### src/logic/l2_pkg.sv
// Shared geometry, state and AXI read-channel types for the L2 read cache
// Geometry is fixed here; every module derives its widths from these values
// Address split assumes power-of-two beats, sets and ways
package l2_pkg;

	// Bus and line geometry
	localparam int ADDR_W     = 32;
	localparam int DATA_W     = 64;
	localparam int BEAT_BYTES = 8;
	localparam int LINE_BEATS = 16;
	localparam int WAYS       = 4;
	localparam int SETS       = 32;

	// Derived field widths
	localparam int OFFS_W = $clog2(BEAT_BYTES);
	localparam int BEAT_W = $clog2(LINE_BEATS);
	localparam int SET_W  = $clog2(SETS);
	localparam int WAY_W  = $clog2(WAYS);
	localparam int TAG_W  = ADDR_W - SET_W - BEAT_W - OFFS_W;

	// Victim LFSR reset value, must be nonzero
	localparam logic [15:0] LFSR_SEED = 16'hace1;

	// Controller states
	typedef enum logic [2:0] {
		IDLE,
		LOOKUP,
		REFILL,
		RESPOND,
		FENCE
	} l2_state_e;

	// AXI burst encodings, WRAP not supported
	typedef enum logic [1:0] {
		FIXED = 2'b00,
		INCR  = 2'b01
	} axi_burst_e;

	// AR channel payload
	typedef struct packed {
		logic [ADDR_W-1:0] addr;
		logic [7:0]        len;
		axi_burst_e        burst;
	} axi_ar_t;

	// R channel payload
	typedef struct packed {
		logic [DATA_W-1:0] data;
		logic [1:0]        resp;
		logic              last;
	} axi_r_t;

	// Address view: tag | set | beat in line | byte in beat
	typedef struct packed {
		logic [TAG_W-1:0]  tag;
		logic [SET_W-1:0]  set;
		logic [BEAT_W-1:0] beat;
		logic [OFFS_W-1:0] offs;
	} l2_addr_t;

endpackage

### src/logic/l2_victim_sel.sv
// Victim way choice for a miss
// A free way is always preferred; a full set falls back to LFSR bits
module l2_victim_sel (
	input  logic                     clk,
	input  logic                     arst_n,
	input  logic [l2_pkg::WAYS-1:0]  set_valid,
	input  logic                     alloc,
	output logic [l2_pkg::WAY_W-1:0] victim_way
);
	import l2_pkg::*;

	logic [15:0]      lfsr_q;
	logic [15:0]      lfsr_d;
	logic [WAY_W-1:0] free_way;

	// Lowest way with a clear valid bit, scan from the top down
	always_comb begin
		free_way = '0;
		for (int w = WAYS - 1; w >= 0; w--) begin
			if (!set_valid[w]) begin
				free_way = WAY_W'(w);
			end
		end
	end

	// 16-bit xorshift, shifts 7 / 9 / 8
	always_comb begin
		lfsr_d = lfsr_q ^ (lfsr_q << 7);
		lfsr_d = lfsr_d ^ (lfsr_d >> 9);
		lfsr_d = lfsr_d ^ (lfsr_d << 8);
	end

	// Steps once per allocation
	always_ff @(posedge clk or negedge arst_n) begin
		if (!arst_n) begin
			lfsr_q <= LFSR_SEED;
		end else if (alloc) begin
			lfsr_q <= lfsr_d;
		end
	end

	assign victim_way = (&set_valid) ? lfsr_q[WAY_W-1:0] : free_way;

endmodule

### config.mk
export PLATFORM = sky130hd
export DESIGN_NAME = l2_victim_sel
export DESIGN_NICKNAME = d
export VERILOG_FILES = /design/src/logic/l2_pkg.sv /design/src/logic/l2_victim_sel.sv
export SDC_FILE = /design/constraint.sdc
export NUM_CORES = 1
export LEC_CHECK = 0
export ABC_AREA = 1
export BUFFER_PORTS_ARGS = -buffer_cell sky130_fd_sc_hd__buf_2
export CAP_MARGIN = 10
export CORE_MARGIN = 8
export CORE_UTILIZATION = 40
export DETAILED_ROUTE_END_ITERATION = 12
export SLEW_MARGIN = 20
export SYNTH_ARGS = -nofsm -noshare
export SYNTH_HDL_FRONTEND = slang
export SYNTH_SLANG_ARGS = --single-unit
export TNS_END_PERCENT = 100
### constraint.sdc
create_clock -name clk -period 2.1 [get_ports clk]
set_input_delay 0.42 -clock clk [delete_from_list [all_inputs] [get_ports clk]]
set_output_delay 0.42 -clock clk [all_outputs]
set_load 0.05 [all_outputs]
* Word level (Yosys, flattened, before mapping)
Cells that the tools add are included.
** Storage, ports and cells
- Flip-flop bits (word level) :: 16
- Bits of input ports :: 7
- Output and inout bits :: 2
- Logic and storage cells :: 10
** Operators by class
- Mux-type cells :: 5
- Bitwise operators :: 3
- Reductions and logical operators :: 1
** Operators by type and width (number)
- $xor A16 B16 Y16 :: 2
- $xor A16 B7 Y16 :: 1
- $mux W2 :: 5
- $reduce_and A4 Y1 :: 1

* Depth between registers and ports, before layout
Gate-level depths: netlist (run 1).
- Depth in word-level cells :: 5
- Gate-level depth with buffers :: 8
- Mapped depth without buffers :: 8

* Worst setup path after synthesis (run 1)
Ideal clock, no wire load.
- Path kind :: reg2out
- Start :: register lfsr_q[0]
- End :: output port victim_way[0] in the netlist's numbering
- Arrival time :: 1.400 ns
- Data required time :: 1.680 ns
- Path slack :: 0.280 ns
- Cell stages (with the launch flop) :: 5
- Buffers on the path :: 0
- Cell sequence :: dfstp_2 > inv_1 > nand2_1 > nand2_1 > a21boi_1
** Between the ends
- Longest elaborated chain between the ends :: 1
** RTL lines
- from (decl) :: line l2_victim_sel.sv:12 : logic [15:0] lfsr_q;
- from (signal assigned) :: line l2_victim_sel.sv:38 : lfsr_q <= lfsr_d;
- $mux W2 :: line l2_victim_sel.sv:42 : assign victim_way = (&set_valid) ? lfsr_q[WAY_W-1:0] : free_way;
- to (decl) :: line l2_victim_sel.sv:8 : output logic [l2_pkg::WAY_W-1:0] victim_way
No other way between the ends.

* Final worst setup path (run 1)
Ends and elaborated chain as after synthesis.

==> metrics.md, run 1 <==
| Metric | Value |
|---|---|
| Die Y | `65.6 um` |
| Largest family of logic cells by synthesized area | `simple AND/OR/NAND/NOR gates` |
| # hold bufs at CTS | `0` |
| Latest clock arrival within the worst-skew pair | `0.29 ns` |
| Syn_area_per_cell | `7.03 sq um` |
| Max-cap viol count | `0` |
| Pin count of the biggest net entering global routing | `25` |
| Root Driver | `clkbuf_4` |
| Syn Inst Count | `140` |
| PD cells | `1680 nW/um^2` |
| Crit-path cells | `inv_1 -> nand2_1 -> nand2_1 -> a21boi_1 -> buf_2` |
| Width of the die | `65.6 um` |
| Mapped Area | `985 sq um` |
| Final ANT Viol Nets | `0` |
| Clock sinks | `16` |
| Largest reg by FF count | `lfsr_q` |
| # diodes | `0` |
| HPWL after DPL | `1510 um` |
| Cts repair resizes | `0` |
| Final core utilization | `44.7%` |
| Grt total ovfl | `0` |
| Slew Limit Headroom | `72.5%` |
| Register area share after synthesis | `41.7%` |
| Area Growth Syn to Fin | `9.40%` |
| Peak VDD IR | `0.886 mV` |
| Share of post-route cells with drive strength above 1 | `22.8%` |
| Maximum clock frequency | `0.548 GHz` |
| Gpl congestion | `0.813` |
| Tot GR Track Use | `10.8%` |
| Vias in the first global route | `885` |
| Clock Pin Slew Worst Setup and Hold Paths | `0.10 ns` |
| Leading area contributor after synthesis | `nand2_1` |
| Slowest cell on the critical path | `dfstp_2` |
| Post-CTS setup buffers | `0` |
| Yosys reg bits | `16` |
| Distinct cells, synth | `22` |
| Slew @ Worst Pin | `0.412 ns` |
| CTS Buffer Depth | `2` |
| CTS Buf Count | `3` |
| Synth Area in Simple Gates | `39.0%` |
| Antenna violations before repair | `0` |
| Post-Route WL | `2000 um` |
| Top post-synthesis cells by area | `nand2_1 23%, dfstp_2 21%, dfrtp_1 20%` |
| Critical Path AT | `1.40 ns` |
| Endpoints failing setup | `0` |
| Adder-cell area share of the yosys netlist | `0%` |
| Fraction of synthesized cell area in xor and xnor cells | `1.78%` |
| Synth Area in Compound Gates | `9.66%` |
| PortBufs | `8` |
| Buffer and inverter count on the worst path | `2` |
| Status | `finished, final reports clean` |
| Row count | `18` |
| Final min period | `1.82 ns` |
| Depth of the CTS H-tree | `1` |
| Hold Crit Class | `input port to async pin` |
| Setup Skew | `0.00246 ns` |
| Critical setup path kind | `flop to output port` |
| Leakage power | `0.000559 uW` |
| Via count | `877` |
| Post-Syn Nets | `147` |
| Mux cell area share after synthesis | `0%` |
| Die area | `4310 sq um` |
| TritonCTS clock tree | `done` |
| Req. time, crit path | `1.68 ns` |
| Critical Path Max Stage Delay | `0.57 ns` |
| 1st-iter DRT viols | `45` |
| Endpoints failing hold | `0` |
| Drt pass-1 iters | `4` |
| Max reg flops | `16` |
| Core area | `2410 sq um` |
| Post-route DRC | `0` |
| Most frequent CP cell | `nand2_1` |
| Routed WL per cell | `11.2 um` |
| Fin crit share | `86.9%` |
| Ys Warns | `0` |
| Avg Vias per Cell | `4.90` |
| RSZ-0062 raised after global routing | `no` |
| First-pass GRT wire length | `3730 um` |
| Layout Nets | `157` |
| Worst Setup End Kind | `output port` |
| Biggest regs | `lfsr_q x16` |
| Fin. max-slew vios | `0` |
| CP delay by family, top | `flip-flops` |
| Initial core utilization | `40.9%` |
| Critical path peak fanout | `4` |
| Startpoint Class | `flop` |
| Top Ports | `9` |
| Post-synth top area share | `22.9%` |
| Final setup TNS | `0 ns` |
==> cell families (layout without fill, tap and decap cells) <==
kind of cell | Yosys count | after routing
xor+xnor | 2 | 2
buf+inv | 18 | 27
flops | 16 | 16
compound gates | 18 | 18
simple gates | 86 | 86
==> metrics by stage <==
step                setup WS [ns]  area, sq um  hold WS, ns  std cells  power (uW)
floorplan                   0.280          985        0.124        140        1430
global placement            0.629         1040        0.359        175        1580
detailed placement          0.604         1040        0.358        175        1610
CTS                         0.263         1080       0.0304        179        1830
global route                0.138         1080       0.0385        179        2030
finish                      0.276         1080       0.0287        179        1810
==> path summary, 6_finish.rpt <==
path | depth (start not counted) | startpoint | endpoint | slack [ns]
min in group clk | 2 | lfsr_q[15] | lfsr_q[15] | 0.49
setup / recovery | 5 | lfsr_q[0] | victim_way[0] | 0.28
hold reg to reg | 2 | lfsr_q[15] | lfsr_q[15] | 0.49
hold / removal | 1 | arst_n | lfsr_q[4] | 0.03
max in group asynchronous | 1 | arst_n | lfsr_q[7] | 1.76
setup reg to reg | 7 | lfsr_q[5] | lfsr_q[3] | 0.92
==> where the power goes <==
part           internal [uW]  leakage, uW  total [uW]  switching [uW]
clock                    106    0.0000210         207             102
sequential               525     0.000182         672             146
combinational            355     0.000356         932             577
total                    986     0.000559        1810             826
==> layer usage <==
layer	GRT usage (%)	vias to the layer above	wire [um]
met1	12.4	401	959
li1	-	466	-
met5	0	-	0
met2	18.7	8	962
met4	2.45	0	15
met3	4.08	2	60
==> synthesized netlist by cell type <==
library cell  instances
a21boi_1              1
o21ai_0               1
buf_6                 1
nor2_4                1
nand3_1              13
nand4_1               2
inv_2                 6
o21ai_1              14
inv_1                 9
xnor2_1               2
nand3b_1              1
nand2_1              60
a31oi_1               2
nand2_4               1
or2_4                 1
dfrtp_1               8
nand2_2               3
nand3_2               1
buf_2                 2
nor2_2                1
dfstp_2               8
nor2_1                2
==> area by class of cell <==
type | instances | area (sq um)
Tap cell | 30 | 37.5
Multi-Input combinational cell | 106 | 497
Inverter | 15 | 56.3
Sequential cell | 16 | 410
Timing Repair Buffer | 8 | 40.0
Clock buffer | 4 | 36.3
Fill cell | 254 | 1330
==> cells in the final DEF (no fill, tap or decap), drive strengths merged <==
master and n:
nand2 64, o21ai 15, inv 15, nand3 14, buf 8, dfstp 8, dfrtp 8, clkbuf 4
nor2 4, a31oi 2, nand4 2, xnor2 2, a21boi 1, or2 1, nand3b 1
Power figures use the tool's default switching activity.
==> inputs of run 2 (changes only) <==
--- a/config.mk
+++ b/config.mk
@@ -9,8 +9,9 @@
 export BUFFER_PORTS_ARGS = -buffer_cell sky130_fd_sc_hd__buf_2
 export CAP_MARGIN = 10
 export CORE_MARGIN = 8
-export CORE_UTILIZATION = 40
+export CORE_UTILIZATION = 61
 export DETAILED_ROUTE_END_ITERATION = 12
+export PLACE_DENSITY = 0.82
 export SLEW_MARGIN = 20
 export SYNTH_ARGS = -nofsm -noshare
 export SYNTH_HDL_FRONTEND = slang
==> metrics.md, run 2 (same netlist as run 1, synthesis figures left out) <==
| Metric | Value |
|---|---|
| Fin crit share | `86.7% (was 86.9%)` |
| Vias in the first global route | `796 (was 885)` |
| Worst r2r src | `lfsr_q[10] (was lfsr_q[5])` |
| # diodes | `0 (unchanged)` |
| Grt total ovfl | `0 (unchanged)` |
| Layout Nets | `157 (unchanged)` |
| Initial core utilization | `65.4% (was 40.9%)` |
| Post-CTS setup buffers | `0 (unchanged)` |
| 1st-iter DRT viols | `22 (was 45)` |
| Width of the die | `56.2 um (was 65.6 um)` |
| Die Y | `56.2 um (was 65.6 um)` |
| Status | `finished, final reports clean (unchanged)` |
| PnR worst setup slack | `0.278 ns (was 0.276 ns)` |
| Critical Path Max Stage Delay | `0.57 ns (about the same)` |
| # hold bufs at CTS | `0 (unchanged)` |
| CTS Buffer Depth | `2 (unchanged)` |
| HPWL after DPL | `1400 um (was 1510 um)` |
| Routed WL per cell | `11.3 um (was 11.2 um)` |
| CTS Buf Count | `3 (unchanged)` |
| Fin. max-slew vios | `0 (unchanged)` |
| Row count | `14 (was 18)` |
| Tot GR Track Use | `11.7% (was 10.8%)` |
| Endpoints failing setup | `0 (unchanged)` |
| Pin count of the biggest net entering global routing | `25 (unchanged)` |
| Maximum clock frequency | `0.549 GHz (was 0.548 GHz)` |
| TritonCTS clock tree | `done (unchanged)` |
| Most common cell after layout, fill and taps aside | `nand2_1 (unchanged)` |
| Share of post-route cells with drive strength above 1 | `22.3% (was 22.8%)` |
| Slowest cell on the critical path | `dfstp_2 (unchanged)` |
| Critical setup path kind | `flop to output port (unchanged)` |
| Via count | `888 (was 877)` |
| Endpoints failing hold | `0 (unchanged)` |
| Hold Crit Class | `input port to async pin (unchanged)` |
| Latest clock arrival within the worst-skew pair | `0.28 ns (was 0.29 ns)` |
| Most frequent CP cell | `nand2_1 (unchanged)` |
| Depth of the CTS H-tree | `1 (unchanged)` |
| Final min period | `1.82 ns (about the same)` |
| Drt pass-1 iters | `4 (unchanged)` |
| Biggest regs | `lfsr_q x16 (unchanged)` |
| Clock Pin Slew Worst Setup and Hold Paths | `0.09 ns (was 0.10 ns)` |
| Startpoint Class | `flop (unchanged)` |
| Cts repair resizes | `0 (unchanged)` |
| Avg Vias per Cell | `5.41 (was 4.90)` |
| Worst Setup End Kind | `output port (unchanged)` |
| Critical path peak fanout | `4 (unchanged)` |
| Gpl congestion | `0.824 (was 0.813)` |
| RSZ-0062 raised after global routing | `no (unchanged)` |
| Max reg flops | `16 (unchanged)` |
| Pre-CTS setup slack | `0.583 ns (was 0.604 ns)` |
| FF-to-FF setup slack | `0.93 ns (was 0.92 ns)` |
| Most frequent cells in the layout | `60 x nand2_1, 14 x o21ai_1, 13 x nand3_1 (unchanged)` |
| Leakage power | `0.000552 uW (was 0.000559 uW)` |
| Core area | `1510 sq um (was 2410 sq um)` |
| Post-route DRC | `0 (unchanged)` |
| PortBufs | `8 (unchanged)` |
| Antenna violations before repair | `0 (unchanged)` |
| Largest reg by FF count | `lfsr_q (unchanged)` |
| Final ANT Viol Nets | `0 (unchanged)` |
| Slew Limit Headroom | `72.3% (was 72.5%)` |
| PD cells | `1680 nW/um^2 (about the same)` |
| Die area | `3160 sq um (was 4310 sq um)` |
| Post-Route WL | `1850 um (was 2000 um)` |
| Root Driver | `clkbuf_4 (unchanged)` |
| Slew @ Worst Pin | `0.416 ns (was 0.412 ns)` |
| Peak VDD IR | `0.925 mV (was 0.886 mV)` |
| Crit-path cells | `inv_1 -> nand2_1 -> nand2_1 -> a21boi_1 -> buf_2 (unchanged)` |
| FF-to-FF End | `lfsr_q[9] (was lfsr_q[3])` |
| Clock sinks | `16 (unchanged)` |
| Area Growth Syn to Fin | `6.23% (was 9.40%)` |
| Max-cap viol count | `0 (unchanged)` |
| Setup Skew | `0.000853 ns (was 0.00246 ns)` |
| Req. time, crit path | `1.68 ns (about the same)` |
| Critical Path AT | `1.40 ns (about the same)` |
| First-pass GRT wire length | `3180 um (was 3730 um)` |
| R2R cell count | `7 (unchanged)` |
| Top Ports | `9 (unchanged)` |
| Final setup TNS | `0 ns (unchanged)` |
-- run 2: worst max path at each step --
stage / slack [ns] / cells after the start / from / end
after floorplan: 0.28 / 4 / lfsr_q[0] / victim_way[0]
after global placement: 0.63 / 5 / lfsr_q[0] / victim_way[0]
after detailed placement: 0.58 / 5 / lfsr_q[0] / victim_way[0]
after CTS: 0.26 / 5 / lfsr_q[0] / victim_way[0]
after global routing: 0.21 / 5 / lfsr_q[0] / victim_way[0]
final: 0.28 / 5 / lfsr_q[0] / victim_way[0]
-- run 2: final cells by class --
type	count	area, sq um
multi-input cells	106	497
fillers	119	460
flip-flops and latches	16	410
inverters	15	56.3
repair buffers	8	40.0
clock buffers	3	22.5
well taps	16	20.0
-- run 2: per-stage QoR --
step,util [%],instances,instance area (sq um),hold slack (ns),power [uW]
after detailed placement,67.9,161,1020,0.353,1600
after CTS,69.4,164,1050,0.0430,1760
after floorplan,-,140,985,0.124,1430
after global placement,67.9,161,1020,0.350,1560
after global routing,69.4,164,1050,0.0568,1940
final,69.4,164,1050,0.0365,1760
-- run 2: critical path, delay by kind of cell, from the launching register on --
family	cells	cell delay [ns]
flops	1	0.57
buf+inv	2	0.34
simple gates	2	0.09
compound gates	1	0.12
-- run 2: per-layer routing --
layer	share of wire, %	global-route usage [%]	vias up
met4	0.49	4.12	0
met5	0	0	-
met3	2.7	2.28	2
met2	48	19.5	12
li1	-	-	466
met1	49	14.3	408
-- run 2: power by group --
group | total, uW | internal [uW] | switching [uW]
sequential | 675 | 525 | 149
combinational | 919 | 355 | 564
clock | 162 | 66.5 | 96.0
total | 1760 | 947 | 810
